## src/design/mac_pkg.sv

```systemverilog
`default_nettype none

package mac_pkg;

   // datapath and register file sizes
   localparam int DATA_W     = 32;
   localparam int REG_COUNT  = 16;
   localparam int REG_ADDR_W = 4;

   // three synchronous read ports on the register file
   localparam int READ_PORTS = 3;

   // input queue depth, equal to the credits the sender starts with
   localparam int IN_CREDITS = 2;

   // result slots held by the consumer
   localparam int OUT_CREDITS = 4;

   // wide enough for either credit count
   localparam int CREDIT_W = 3;

   // queue pointer width
   localparam int QPTR_W = $clog2(IN_CREDITS);

   // instruction opcodes
   typedef enum logic [1:0]
   {
      OP_LOAD = 2'b00,
      OP_MUL  = 2'b01,
      OP_MADD = 2'b10,
      OP_MSUB = 2'b11
   } mac_op_e;

   // issue controller states
   // idle means the queue is empty, wait means a hazard or no output credit
   typedef enum logic [1:0]
   {
      ISSUE_IDLE = 2'b00,
      ISSUE_WAIT = 2'b01,
      ISSUE_GO   = 2'b10
   } issue_state_e;

endpackage

`default_nettype wire

```

## src/design/addend_lane.sv

```systemverilog
`timescale 1ns/1ps
`default_nettype none

module addend_lane
(
   input  logic                           clk_i,
   input  logic                           rst_n_i,

   input  logic                           iss_v_i,
   input  mac_pkg::mac_op_e               iss_op_i,
   input  logic [mac_pkg::REG_ADDR_W-1:0] iss_rd_i,
   input  logic [mac_pkg::DATA_W-1:0]     iss_imm_i,
   input  logic [mac_pkg::DATA_W-1:0]     rs3_data_i,

   output logic                           add_v_o,
   output logic [mac_pkg::REG_ADDR_W-1:0] add_rd_o,
   output logic [mac_pkg::DATA_W-1:0]     addend_o
);

   logic                           v_q;
   mac_pkg::mac_op_e               op_q;
   logic [mac_pkg::REG_ADDR_W-1:0] rd_q;
   logic [mac_pkg::DATA_W-1:0]     imm_q;
   logic [mac_pkg::DATA_W-1:0]     addend_d;

   always_comb
   begin
      case (op_q)
         mac_pkg::OP_MADD: addend_d = rs3_data_i;
         // two's complement negation
         mac_pkg::OP_MSUB: addend_d = ~rs3_data_i + 1'b1;
         mac_pkg::OP_MUL:  addend_d = '0;
         default:          addend_d = imm_q;
      endcase
   end

   always_ff @(posedge clk_i or negedge rst_n_i)
   begin
      if (!rst_n_i)
      begin
         v_q     <= 1'b0;
         add_v_o <= 1'b0;
      end
      else
      begin
         v_q     <= iss_v_i;
         add_v_o <= v_q;
      end
   end

   // issue fields line up with the read data
   always_ff @(posedge clk_i)
   begin
      if (iss_v_i)
      begin
         op_q  <= iss_op_i;
         rd_q  <= iss_rd_i;
         imm_q <= iss_imm_i;
      end
   end

   // destination rides along with the addend
   always_ff @(posedge clk_i)
   begin
      if (v_q)
      begin
         addend_o <= addend_d;
         add_rd_o <= rd_q;
      end
   end

endmodule

`default_nettype wire

```

## src/design/issue_ctrl.sv

```systemverilog
`timescale 1ns/1ps
`default_nettype none

module issue_ctrl
(
   input  logic                           clk_i,
   input  logic                           rst_n_i,

   input  logic                           in_valid_i,
   input  mac_pkg::mac_op_e               in_op_i,
   input  logic [mac_pkg::REG_ADDR_W-1:0] in_rd_i,
   input  logic [mac_pkg::REG_ADDR_W-1:0] in_rs1_i,
   input  logic [mac_pkg::REG_ADDR_W-1:0] in_rs2_i,
   input  logic [mac_pkg::REG_ADDR_W-1:0] in_rs3_i,
   input  logic [mac_pkg::DATA_W-1:0]     in_imm_i,
   output logic                           in_credit_o,

   input  logic                           res_credit_i,
   input  logic                           retire_v_i,
   input  logic [mac_pkg::REG_ADDR_W-1:0] retire_rd_i,

   output logic                           r0_v_o,
   output logic [mac_pkg::REG_ADDR_W-1:0] r0_addr_o,
   output logic                           r1_v_o,
   output logic [mac_pkg::REG_ADDR_W-1:0] r1_addr_o,
   output logic                           r2_v_o,
   output logic [mac_pkg::REG_ADDR_W-1:0] r2_addr_o,

   output logic                           iss_v_o,
   output mac_pkg::mac_op_e               iss_op_o,
   output logic [mac_pkg::REG_ADDR_W-1:0] iss_rd_o,
   output logic [mac_pkg::DATA_W-1:0]     iss_imm_o
);

   // input queue storage
   mac_pkg::mac_op_e               q_op_q  [mac_pkg::IN_CREDITS];
   logic [mac_pkg::REG_ADDR_W-1:0] q_rd_q  [mac_pkg::IN_CREDITS];
   logic [mac_pkg::REG_ADDR_W-1:0] q_rs1_q [mac_pkg::IN_CREDITS];
   logic [mac_pkg::REG_ADDR_W-1:0] q_rs2_q [mac_pkg::IN_CREDITS];
   logic [mac_pkg::REG_ADDR_W-1:0] q_rs3_q [mac_pkg::IN_CREDITS];
   logic [mac_pkg::DATA_W-1:0]     q_imm_q [mac_pkg::IN_CREDITS];

   logic [mac_pkg::QPTR_W-1:0]     wr_ptr_q;
   logic [mac_pkg::QPTR_W-1:0]     rd_ptr_q;
   logic [mac_pkg::CREDIT_W-1:0]   q_count_q;
   logic [mac_pkg::CREDIT_W-1:0]   out_credit_q;
   logic [mac_pkg::REG_COUNT-1:0]  busy_q;

   mac_pkg::issue_state_e          state_d;
   mac_pkg::issue_state_e          state_q;

   mac_pkg::mac_op_e               head_op;
   logic [mac_pkg::REG_ADDR_W-1:0] head_rd;
   logic [mac_pkg::REG_ADDR_W-1:0] head_rs1;
   logic [mac_pkg::REG_ADDR_W-1:0] head_rs2;
   logic [mac_pkg::REG_ADDR_W-1:0] head_rs3;
   logic                           use_ab;
   logic                           use_c;
   logic                           hazard;
   logic                           issue_go;

   assign head_op  = q_op_q[rd_ptr_q];
   assign head_rd  = q_rd_q[rd_ptr_q];
   assign head_rs1 = q_rs1_q[rd_ptr_q];
   assign head_rs2 = q_rs2_q[rd_ptr_q];
   assign head_rs3 = q_rs3_q[rd_ptr_q];

   // load reads nothing, mul reads two, madd and msub read three
   assign use_ab = (head_op != mac_pkg::OP_LOAD);
   assign use_c  = (head_op == mac_pkg::OP_MADD) || (head_op == mac_pkg::OP_MSUB);

   // a busy destination also waits, so one busy bit per register is enough
   assign hazard = (use_ab && busy_q[head_rs1]) ||
                   (use_ab && busy_q[head_rs2]) ||
                   (use_c && busy_q[head_rs3]) ||
                   busy_q[head_rd];

   always_comb
   begin
      if (q_count_q == '0)
      begin
         state_d = mac_pkg::ISSUE_IDLE;
      end
      else if (hazard || (out_credit_q == '0))
      begin
         state_d = mac_pkg::ISSUE_WAIT;
      end
      else
      begin
         state_d = mac_pkg::ISSUE_GO;
      end
   end

   assign issue_go = (state_d == mac_pkg::ISSUE_GO);

   // queue write side, payload only
   always_ff @(posedge clk_i)
   begin
      if (in_valid_i)
      begin
         q_op_q[wr_ptr_q]  <= in_op_i;
         q_rd_q[wr_ptr_q]  <= in_rd_i;
         q_rs1_q[wr_ptr_q] <= in_rs1_i;
         q_rs2_q[wr_ptr_q] <= in_rs2_i;
         q_rs3_q[wr_ptr_q] <= in_rs3_i;
         q_imm_q[wr_ptr_q] <= in_imm_i;
      end
   end

   // pointers, occupancy, output credits and state
   always_ff @(posedge clk_i or negedge rst_n_i)
   begin
      if (!rst_n_i)
      begin
         wr_ptr_q     <= '0;
         rd_ptr_q     <= '0;
         q_count_q    <= '0;
         out_credit_q <= mac_pkg::CREDIT_W'(mac_pkg::OUT_CREDITS);
         state_q      <= mac_pkg::ISSUE_IDLE;
      end
      else
      begin
         state_q <= state_d;
         if (in_valid_i)
         begin
            wr_ptr_q <= (int'(wr_ptr_q) == mac_pkg::IN_CREDITS - 1) ? '0 : wr_ptr_q + 1'b1;
         end
         if (issue_go)
         begin
            rd_ptr_q <= (int'(rd_ptr_q) == mac_pkg::IN_CREDITS - 1) ? '0 : rd_ptr_q + 1'b1;
         end
         case ({in_valid_i, issue_go})
            2'b10:   q_count_q <= q_count_q + 1'b1;
            2'b01:   q_count_q <= q_count_q - 1'b1;
            default: q_count_q <= q_count_q;
         endcase
         // one credit spent per issue, one back per consumer pulse
         case ({res_credit_i, issue_go})
            2'b10:   out_credit_q <= out_credit_q + 1'b1;
            2'b01:   out_credit_q <= out_credit_q - 1'b1;
            default: out_credit_q <= out_credit_q;
         endcase
      end
   end

   // scoreboard, set after clear so an issue wins
   always_ff @(posedge clk_i or negedge rst_n_i)
   begin
      if (!rst_n_i)
      begin
         busy_q <= '0;
      end
      else
      begin
         if (retire_v_i)
         begin
            busy_q[retire_rd_i] <= 1'b0;
         end
         if (issue_go)
         begin
            busy_q[head_rd] <= 1'b1;
         end
      end
   end

   // issue fields, registered when the head leaves
   always_ff @(posedge clk_i)
   begin
      if (issue_go)
      begin
         iss_op_o  <= head_op;
         iss_rd_o  <= head_rd;
         iss_imm_o <= q_imm_q[rd_ptr_q];
         r0_addr_o <= head_rs1;
         r1_addr_o <= head_rs2;
         r2_addr_o <= head_rs3;
      end
   end

   assign iss_v_o     = (state_q == mac_pkg::ISSUE_GO);
   assign in_credit_o = iss_v_o;

   assign r0_v_o = iss_v_o && (iss_op_o != mac_pkg::OP_LOAD);
   assign r1_v_o = iss_v_o && (iss_op_o != mac_pkg::OP_LOAD);
   assign r2_v_o = iss_v_o && ((iss_op_o == mac_pkg::OP_MADD) ||
                               (iss_op_o == mac_pkg::OP_MSUB));

endmodule

`default_nettype wire

```

## src/design/mac_unit_top.sv

```systemverilog
`timescale 1ns/1ps
`default_nettype none

module mac_unit_top
(
   input  logic                           clk_i,
   input  logic                           rst_n_i,

   input  logic                           in_valid_i,
   input  mac_pkg::mac_op_e               in_op_i,
   input  logic [mac_pkg::REG_ADDR_W-1:0] in_rd_i,
   input  logic [mac_pkg::REG_ADDR_W-1:0] in_rs1_i,
   input  logic [mac_pkg::REG_ADDR_W-1:0] in_rs2_i,
   input  logic [mac_pkg::REG_ADDR_W-1:0] in_rs3_i,
   input  logic [mac_pkg::DATA_W-1:0]     in_imm_i,
   output logic                           in_credit_o,

   output logic                           res_valid_o,
   output logic [mac_pkg::REG_ADDR_W-1:0] res_rd_o,
   output logic [mac_pkg::DATA_W-1:0]     res_data_o,
   input  logic                           res_credit_i
);

   // register file read side
   logic                           r0_v;
   logic                           r1_v;
   logic                           r2_v;
   logic [mac_pkg::REG_ADDR_W-1:0] r0_addr;
   logic [mac_pkg::REG_ADDR_W-1:0] r1_addr;
   logic [mac_pkg::REG_ADDR_W-1:0] r2_addr;
   logic [mac_pkg::DATA_W-1:0]     r0_data;
   logic [mac_pkg::DATA_W-1:0]     r1_data;
   logic [mac_pkg::DATA_W-1:0]     r2_data;

   // write back and retire
   logic                           w_v;
   logic [mac_pkg::REG_ADDR_W-1:0] w_addr;
   logic [mac_pkg::DATA_W-1:0]     w_data;
   logic                           retire_v;
   logic [mac_pkg::REG_ADDR_W-1:0] retire_rd;

   // issue strobe to both lanes
   logic                           iss_v;
   mac_pkg::mac_op_e               iss_op;
   logic [mac_pkg::REG_ADDR_W-1:0] iss_rd;
   logic [mac_pkg::DATA_W-1:0]     iss_imm;

   // lane outputs
   logic                           prod_v;
   logic [mac_pkg::DATA_W-1:0]     prod;
   logic                           add_v;
   logic [mac_pkg::REG_ADDR_W-1:0] add_rd;
   logic [mac_pkg::DATA_W-1:0]     addend;

   regfile_3r1w_sync u_regfile
   (
      .clk_i     (clk_i),
      .rst_n_i   (rst_n_i),
      .w_v_i     (w_v),
      .w_addr_i  (w_addr),
      .w_data_i  (w_data),
      .r0_v_i    (r0_v),
      .r0_addr_i (r0_addr),
      .r0_data_o (r0_data),
      .r1_v_i    (r1_v),
      .r1_addr_i (r1_addr),
      .r1_data_o (r1_data),
      .r2_v_i    (r2_v),
      .r2_addr_i (r2_addr),
      .r2_data_o (r2_data)
   );

   issue_ctrl u_issue
   (
      .clk_i        (clk_i),
      .rst_n_i      (rst_n_i),
      .in_valid_i   (in_valid_i),
      .in_op_i      (in_op_i),
      .in_rd_i      (in_rd_i),
      .in_rs1_i     (in_rs1_i),
      .in_rs2_i     (in_rs2_i),
      .in_rs3_i     (in_rs3_i),
      .in_imm_i     (in_imm_i),
      .in_credit_o  (in_credit_o),
      .res_credit_i (res_credit_i),
      .retire_v_i   (retire_v),
      .retire_rd_i  (retire_rd),
      .r0_v_o       (r0_v),
      .r0_addr_o    (r0_addr),
      .r1_v_o       (r1_v),
      .r1_addr_o    (r1_addr),
      .r2_v_o       (r2_v),
      .r2_addr_o    (r2_addr),
      .iss_v_o      (iss_v),
      .iss_op_o     (iss_op),
      .iss_rd_o     (iss_rd),
      .iss_imm_o    (iss_imm)
   );

   mul_lane u_mul
   (
      .clk_i      (clk_i),
      .rst_n_i    (rst_n_i),
      .iss_v_i    (iss_v),
      .iss_op_i   (iss_op),
      .rs1_data_i (r0_data),
      .rs2_data_i (r1_data),
      .prod_v_o   (prod_v),
      .prod_o     (prod)
   );

   addend_lane u_addend
   (
      .clk_i      (clk_i),
      .rst_n_i    (rst_n_i),
      .iss_v_i    (iss_v),
      .iss_op_i   (iss_op),
      .iss_rd_i   (iss_rd),
      .iss_imm_i  (iss_imm),
      .rs3_data_i (r2_data),
      .add_v_o    (add_v),
      .add_rd_o   (add_rd),
      .addend_o   (addend)
   );

   result_combine u_combine
   (
      .clk_i       (clk_i),
      .rst_n_i     (rst_n_i),
      .prod_v_i    (prod_v),
      .prod_i      (prod),
      .add_v_i     (add_v),
      .add_rd_i    (add_rd),
      .addend_i    (addend),
      .res_valid_o (res_valid_o),
      .res_rd_o    (res_rd_o),
      .res_data_o  (res_data_o),
      .w_v_o       (w_v),
      .w_addr_o    (w_addr),
      .w_data_o    (w_data),
      .retire_v_o  (retire_v),
      .retire_rd_o (retire_rd)
   );

endmodule

`default_nettype wire

```

## src/design/mul_lane.sv

```systemverilog
`timescale 1ns/1ps
`default_nettype none

module mul_lane
(
   input  logic                       clk_i,
   input  logic                       rst_n_i,

   input  logic                       iss_v_i,
   input  mac_pkg::mac_op_e           iss_op_i,
   input  logic [mac_pkg::DATA_W-1:0] rs1_data_i,
   input  logic [mac_pkg::DATA_W-1:0] rs2_data_i,

   output logic                       prod_v_o,
   output logic [mac_pkg::DATA_W-1:0] prod_o
);

   logic                       v_q;
   mac_pkg::mac_op_e           op_q;
   logic [mac_pkg::DATA_W-1:0] prod_lo;

   // low word only, same for signed and unsigned operands
   assign prod_lo = rs1_data_i * rs2_data_i;

   // stage valids
   always_ff @(posedge clk_i or negedge rst_n_i)
   begin
      if (!rst_n_i)
      begin
         v_q      <= 1'b0;
         prod_v_o <= 1'b0;
      end
      else
      begin
         v_q      <= iss_v_i;
         prod_v_o <= v_q;
      end
   end

   // opcode waits one cycle for the read data
   always_ff @(posedge clk_i)
   begin
      if (iss_v_i)
      begin
         op_q <= iss_op_i;
      end
   end

   always_ff @(posedge clk_i)
   begin
      if (v_q)
      begin
         // a load takes nothing from this lane
         prod_o <= (op_q == mac_pkg::OP_LOAD) ? '0 : prod_lo;
      end
   end

endmodule

`default_nettype wire

```

## src/design/regfile_3r1w_sync.sv

```systemverilog
`timescale 1ns/1ps
`default_nettype none

module regfile_3r1w_sync
(
   input  logic                           clk_i,
   input  logic                           rst_n_i,

   input  logic                           w_v_i,
   input  logic [mac_pkg::REG_ADDR_W-1:0] w_addr_i,
   input  logic [mac_pkg::DATA_W-1:0]     w_data_i,

   input  logic                           r0_v_i,
   input  logic [mac_pkg::REG_ADDR_W-1:0] r0_addr_i,
   output logic [mac_pkg::DATA_W-1:0]     r0_data_o,

   input  logic                           r1_v_i,
   input  logic [mac_pkg::REG_ADDR_W-1:0] r1_addr_i,
   output logic [mac_pkg::DATA_W-1:0]     r1_data_o,

   input  logic                           r2_v_i,
   input  logic [mac_pkg::REG_ADDR_W-1:0] r2_addr_i,
   output logic [mac_pkg::DATA_W-1:0]     r2_data_o
);

   logic [mac_pkg::DATA_W-1:0]     mem_q     [mac_pkg::REG_COUNT];
   logic                           rd_v      [mac_pkg::READ_PORTS];
   logic [mac_pkg::REG_ADDR_W-1:0] rd_addr   [mac_pkg::READ_PORTS];
   logic [mac_pkg::DATA_W-1:0]     rd_data_q [mac_pkg::READ_PORTS];

   // gather the read ports so one loop serves all three
   assign rd_v[0]    = r0_v_i;
   assign rd_v[1]    = r1_v_i;
   assign rd_v[2]    = r2_v_i;
   assign rd_addr[0] = r0_addr_i;
   assign rd_addr[1] = r1_addr_i;
   assign rd_addr[2] = r2_addr_i;

   // register contents start at zero
   always_ff @(posedge clk_i or negedge rst_n_i)
   begin
      if (!rst_n_i)
      begin
         for (int i = 0; i < mac_pkg::REG_COUNT; i++)
         begin
            mem_q[i] <= '0;
         end
      end
      else if (w_v_i)
      begin
         mem_q[w_addr_i] <= w_data_i;
      end
   end

   // read sees the array before this cycle's write lands
   // a port holds its last word while idle
   always_ff @(posedge clk_i)
   begin
      for (int p = 0; p < mac_pkg::READ_PORTS; p++)
      begin
         if (rd_v[p])
         begin
            rd_data_q[p] <= mem_q[rd_addr[p]];
         end
      end
   end

   assign r0_data_o = rd_data_q[0];
   assign r1_data_o = rd_data_q[1];
   assign r2_data_o = rd_data_q[2];

endmodule

`default_nettype wire

```

## src/design/result_combine.sv

```systemverilog
`timescale 1ns/1ps
`default_nettype none

module result_combine
(
   input  logic                           clk_i,
   input  logic                           rst_n_i,

   input  logic                           prod_v_i,
   input  logic [mac_pkg::DATA_W-1:0]     prod_i,
   input  logic                           add_v_i,
   input  logic [mac_pkg::REG_ADDR_W-1:0] add_rd_i,
   input  logic [mac_pkg::DATA_W-1:0]     addend_i,

   output logic                           res_valid_o,
   output logic [mac_pkg::REG_ADDR_W-1:0] res_rd_o,
   output logic [mac_pkg::DATA_W-1:0]     res_data_o,

   output logic                           w_v_o,
   output logic [mac_pkg::REG_ADDR_W-1:0] w_addr_o,
   output logic [mac_pkg::DATA_W-1:0]     w_data_o,

   output logic                           retire_v_o,
   output logic [mac_pkg::REG_ADDR_W-1:0] retire_rd_o
);

   logic                           both_v;
   logic [mac_pkg::DATA_W-1:0]     sum;
   logic                           res_v_q;
   logic [mac_pkg::REG_ADDR_W-1:0] rd_q;
   logic [mac_pkg::DATA_W-1:0]     sum_q;

   // lanes run in lockstep, so both valids rise together
   assign both_v = prod_v_i && add_v_i;

   // wraps modulo 2^32
   assign sum = prod_i + addend_i;

   always_ff @(posedge clk_i or negedge rst_n_i)
   begin
      if (!rst_n_i)
      begin
         res_v_q <= 1'b0;
      end
      else
      begin
         res_v_q <= both_v;
      end
   end

   always_ff @(posedge clk_i)
   begin
      if (both_v)
      begin
         sum_q <= sum;
         rd_q  <= add_rd_i;
      end
   end

   // one strobe drives the result port, the write back and the retire
   assign res_valid_o = res_v_q;
   assign res_rd_o    = rd_q;
   assign res_data_o  = sum_q;

   assign w_v_o    = res_v_q;
   assign w_addr_o = rd_q;
   assign w_data_o = sum_q;

   // scoreboard clears this destination at the end of the cycle
   assign retire_v_o  = res_v_q;
   assign retire_rd_o = rd_q;

endmodule

`default_nettype wire

```

## config.mk

```make
export PLATFORM = sky130hd
export DESIGN_NAME = mac_unit_top
export DESIGN_NICKNAME = d
export VERILOG_FILES = /design/src/design/mac_pkg.sv /design/src/design/addend_lane.sv /design/src/design/issue_ctrl.sv /design/src/design/mac_unit_top.sv /design/src/design/mul_lane.sv /design/src/design/regfile_3r1w_sync.sv /design/src/design/result_combine.sv
export SDC_FILE = /design/constraint.sdc
export NUM_CORES = 2
export LEC_CHECK = 0
export ABC_AREA = 0
export BUFFER_PORTS_ARGS = -buffer_cell sky130_fd_sc_hd__buf_2
export CAP_MARGIN = 30
export CORE_ASPECT_RATIO = 0.7
export CORE_MARGIN = 2
export CORE_UTILIZATION = 42
export CTS_BUF_LIST = sky130_fd_sc_hd__clkbuf_4
export DETAILED_ROUTE_END_ITERATION = 12
export SKIP_CTS_REPAIR_TIMING = 1
export SLEW_MARGIN = 20
export SYNTH_ARGS = -nofsm -noshare
export SYNTH_HDL_FRONTEND = slang
export SYNTH_HIERARCHICAL = 1
export SYNTH_SLANG_ARGS = --single-unit
```

## constraint.sdc

```tcl
create_clock -name clk_i -period 8.67 [get_ports clk_i]
set_clock_uncertainty 0.2 [all_clocks]
set_input_delay 0.4335 -clock clk_i [delete_from_list [all_inputs] [get_ports clk_i]]
set_output_delay 0.4335 -clock clk_i [all_outputs]
set_load 0.05 [all_outputs]
```

After elaboration in Yosys (flattened, before gate mapping)
Memory sizes are Yosys's and may differ from the RTL's. A register that Yosys moved wholly into a read port is not among the register bits.
Cells that the tools add are included.
- flip-flop bits (word level): 701
- RAM bits: 196
- output and inout bits: 38
- memories: 7
- add/subtract/negate cells: 8
- multiply operators: 1
- $lt $le $gt $ge: 12
- equal/unequal tests: 13
- muxes and demuxes: 39
- bitwise gates (word level): 8
- reduce and logical (&&, ||, !) cells: 21
- memories (name ; words ; width ; read ports ; clocked after Yosys merged registers in ; wr ports ; RTL line ; RTL):
    u_regfile.rd_data_q ; 3 ; 32 ; 3 ; 0 ; 3 ; regfile_3r1w_sync.sv:29 ; logic [mac_pkg::DATA_W-1:0] rd_data_q [mac_pkg::READ_PORTS];
    u_issue.q_imm_q ; 2 ; 32 ; 1 ; 1 ; 1 ; issue_ctrl.sv:41 ; logic [mac_pkg::DATA_W-1:0] q_imm_q [mac_pkg::IN_CREDITS];
    u_issue.q_rd_q ; 2 ; 4 ; 1 ; 0 ; 1 ; issue_ctrl.sv:37 ; logic [mac_pkg::REG_ADDR_W-1:0] q_rd_q [mac_pkg::IN_CREDITS];
    u_issue.q_rs1_q ; 2 ; 4 ; 1 ; 0 ; 1 ; issue_ctrl.sv:38 ; logic [mac_pkg::REG_ADDR_W-1:0] q_rs1_q [mac_pkg::IN_CREDITS];
    u_issue.q_rs2_q ; 2 ; 4 ; 1 ; 0 ; 1 ; issue_ctrl.sv:39 ; logic [mac_pkg::REG_ADDR_W-1:0] q_rs2_q [mac_pkg::IN_CREDITS];
    u_issue.q_rs3_q ; 2 ; 4 ; 1 ; 0 ; 1 ; issue_ctrl.sv:40 ; logic [mac_pkg::REG_ADDR_W-1:0] q_rs3_q [mac_pkg::IN_CREDITS];
    +1 memories ; n/a ; n/a ; n/a ; n/a ; n/a ; n/a ;
- operators by type and width (cell ; count):
    $bwmux W512 ; 1
    $bmux W32 S4 ; 3
    $mux W32 ; 7
    $demux W32 S4 ; 1
    $pmux W32 S3 ; 1
    $add A32 B1 Y32 const B ; 1
    $add A32 B32 Y32 ; 1
    $mul A32 B32 Y32 ; 1
    $mux W16 ; 2
    $not A32 Y32 ; 1
    $lt A4 B5 Y1 const B ; 5
    $eq A2 B2 Y1 const B ; 10
    $ge A5 B5 Y1 const B ; 4
    $not A4 Y5 ; 4
    $and A16 B16 Y16 ; 1
    $bmux W1 S4 ; 4
    $not A16 Y16 ; 1
    $or A16 B16 Y16 ; 1
    $mux W1 ; 14
    $pmux W3 S2 ; 2
    $demux W1 S4 ; 2
    $ge A4 B1 Y1 const B ; 2
    $logic_and A1 B1 Y1 ; 8
    $reduce_bool A2 Y1 ; 4
    9 further kinds ; 21

Longest topological paths before layout
An unclocked memory read counts as a cell.
- depth after elaboration: 13
- gate-level depth with buffers: 27

Hierarchy
Netlist, hierarchy kept.
- modules (own cells, without submodules) (module ; instances ; cells each ; area each (µm²) ; seq. area each (µm²)):
    regfile_3r1w_sync ; 1 ; 2043 ; 33024.2 ; 15695.1
    mul_lane ; 1 ; 1783 ; 17000.1 ; 1071.0
    issue_ctrl ; 1 ; 452 ; 7454.6 ; 5156.2
    addend_lane ; 1 ; 288 ; 3694.8 ; 2272.2
    result_combine ; 1 ; 312 ; 3155.5 ; 1106.1

Least setup slack after synthesis
No wires, ideal clock.
- kind: reg2reg
- start: mem u_regfile/rd_data_q[0][16] in the netlist's numbering
- end: reg u_mul/prod_o[31] in the netlist's numbering, data pin
- arrival time: 6430 ps
- data required time: 8201 ps
- path slack: 1771 ps
- cell stages (with the launch flop): 23
- cell sequence: edfxtp_1 > clkbuf_1 > and2_1 > fa_1 > inv_1 > fa_1 > fa_1 > inv_1 > fa_1 > inv_1 > fa_1 > inv_1 > fa_1 > fa_1 > fa_1 > ha_1 > and3_1 > and4_1 > o2111ai_1 > a31oi_1 > o211ai_2 > a21oi_1 > nor3b_2
- RTL lines (what ; RTL line ; RTL):
    start, declared ; regfile_3r1w_sync.sv:29 ;
    end signal, assigned ; mul_lane.sv:54 ; prod_o <= (op_q == mac_pkg::OP_LOAD) ? '0 : prod_lo;
    end, declared ; mul_lane.sv:15 ; output logic [mac_pkg::DATA_W-1:0] prod_o

==> qor.txt <==
Status: complete, no violations
Syn Std Cell Area: 64300 um2
Ys async rst share: 58.2%
Initial antenna violation count: 13
PortBufs: 91
Setup TNS: 0 ps
Placement row count: 120
Final #Nets: 5637
Crit path launch type: flop
RSZ-0062 raised after global routing: false
# IOs: 92
Largest net degree at the start of global routing: 129
Chip width: 472 um
Synth Net Count: 5501
Critical Path RT: 9400 ps
Clk_lat worst skew: 1270 ps
Layout cells sized above 1: 29.8%
Clock sink total: 933
Number of enable flip-flop cells after synthesis: 390
GRT Util Overall: 25.0%
Clock root buffer: clkbuf_4
CTS tree: yes
RD Place Congestion: 0.915
Commonest non-fill, non-tap cell in the layout: dfrtp_1
Area growth, synth to finish: 10.1%
DP Wirelength: 126000 um
Initial cell density of the core: 42.2%
Seq/Total Area, Yosys: 39.3%
Worst-margin pin slew: 1000 ps
Max cap viols: 0
DRC: 0
Setup crit end kind: flop
Critical path class: flop to flop
Fillers: 13700
Avg Inst Size Synth: 13.2 um2
CORE AREA: 153000 um2
Synth cell types: 101
Max Clock Freq: 0.129 GHz
Synth warn: 6
Syn Inst Count: 4878
DR vias: 42700
Vias in the first global route: 43100
Post-route ant nets: 0
TritonCTS Buffers: 231
Commonest cells after routing, fill and taps aside: 541 x dfrtp_1, 508 x mux2_2, 411 x fa_1, 397 x inv_1, 390 x edfxtp_1
Hold Violations, Final: 0
Die Area: 156000 um2
GRT busiest layer: met1
Max-slew headroom: 33.3%
WL final: 195000 um
H-tree depth: 4
Critical path fanouts, max: 20
Post-route clock period utilization: 89.5%
FF+latch count, synth: 933
Met2 Use GR: 34.8%
Worst-path clk slew: 80 ps
Met1 Resource Use GR: 37.1%
Detailed router's first-iteration violation count: 4426
Vias per cell: 5.90
Minimum clock period: 7760 ps
Hold crit path type: primary input to flop
Final Setup Violations: 0
Met3 Usage GRT: 7.68%
Routed len/inst: 26.9 um
Critical Path AT: 8490 ps
GRT overflow: 0
Pre-Repair DR Iteration Count: 6
Global-route wire length before repair: 290000 um
CTS max path bufs: 3
Post-synth top flop: dfrtp_1
Max Transition Viols Final: 0
Die Y: 331 um
[kinds of logic after synthesis]
kind of cell | Yosys count | synth area share [%]
AO/OA/AOI/OAI | 500 | 5.58
XOR/XNOR | 112 | 1.56
adder cells (fa/ha/maj) | 569 | 15.9
buffers and inverters | 778 | 5.09
flip-flops | 933 | 39.3
multiplexers | 1010 | 24.4
AND/OR/NAND/NOR | 976 | 8.18
[synthesized netlist by cell type (all sizes together) (6+ instances only)]
cell	instances	share of area, %
nand3b	7	0.088
xnor2	77	1.1
o21a	8	0.093
and2	386	3.8
nand3	17	0.13
nor2b	29	0.29
clkbuf	224	1.3
mux2i	71	1.2
xor2	34	0.46
fa	411	13
o41ai	11	0.19
buf	155	1.5
mux4	387	14
a31oi	13	0.14
nor4	9	0.18
nand2b	13	0.13
o21bai	6	0.088
o211ai	14	0.17
nand2	303	1.8
o22ai	23	0.22
nor3	43	0.37
nand4	14	0.15
nor2	97	0.57
a22oi	195	2.3
inv	399	2.3
nor3b	17	0.21
dfrtp	542	21
a21oi	80	0.64
ha	158	3.1
edfxtp	390	18
a211o	10	0.14
mux2	552	9.7
a21o	30	0.35
o21ai	60	0.49
a211oi	9	0.11
[stage by stage]
step           std cells  area (um2)  hold WS, ps  util, %  setup WS (ps)
2_1_floorplan       4878       64300        -62.1        -           1770
3_5_place_dp        6685       66500          205     43.6           1010
5_1_grt             7232       70800        -14.9     46.4            582
4_1_cts             7113       69700        -1010     45.7            904
6_report            7237       70800         56.8     46.4            911
3_3_place_gp        6679       66400          201     43.5           1030
[registers in the layout, summed over array words and instances (netlist names), 16 cells and up]
signal,count
u_issue/iss_imm_o,32
u_mul/prod_o,32
u_issue/q_imm_q,64
u_issue/busy_q,16
u_addend/addend_o,32
u_combine/res_data_o,32
u_addend/imm_q,32
u_regfile/rd_data_q,96
u_regfile/mem_q,512
[final cells by class]
type,count,area [um2],share of cell area [%]
clock inverters,57,388,0.548
multi-input cells,3167,35900,50.7
repair buffers,282,2370,3.34
diodes,15,37.5,0.0530
well taps,2013,2520,3.56
inverters,399,1500,2.11
flip-flops and latches,933,25300,35.7
clock buffers,371,2790,3.93
[worst paths after layout]
check	from	end	slack (ps)	cells after the start
max	u_regfile/rd_data_q[0][12]	u_mul/prod_o[31]	910	20
min	res_credit_i	u_issue/out_credit_q[0]	60	5
max reg2reg	u_regfile/rd_data_q[0][12]	u_mul/prod_o[31]	910	20
min reg2reg	u_addend/add_rd_o[1]	u_combine/res_rd_o[1]	200	0
max in group asynchronous	rst_n_i	u_regfile/mem_q[25]	7250	4
min in group asynchronous	rst_n_i	u_issue/out_credit_q[2]	220	3
[routing by layer]
layer  share of wire [%]  vias to the layer above  routed length, um
met5               0.018                        -                 35
met1                  44                    22300              85800
met4                 3.0                        6               5790
met3                  11                      334              21100
met2                  42                     2081              82100
li1                    -                    17900                  -
[worst max-delay path, cell delays in order, from the launching register on]
cell and delay [ps]:
edfxtp_1 910, nand2_1 170, fa_1 590, fa_1 440
fa_1 550, inv_1 60, fa_1 520, inv_1 60
fa_1 540, inv_1 90, fa_1 480, fa_1 520
fa_1 420, ha_1 380, and3_1 310, and4_1 250
o2111ai_1 150, a31oi_1 380, o211ai_2 150, a21oi_1 190
nor3b_2 60
Power is left out: the tool's default activity adds up to more than one toggle a clock period on the data nets, which glitch-free logic cannot reach.
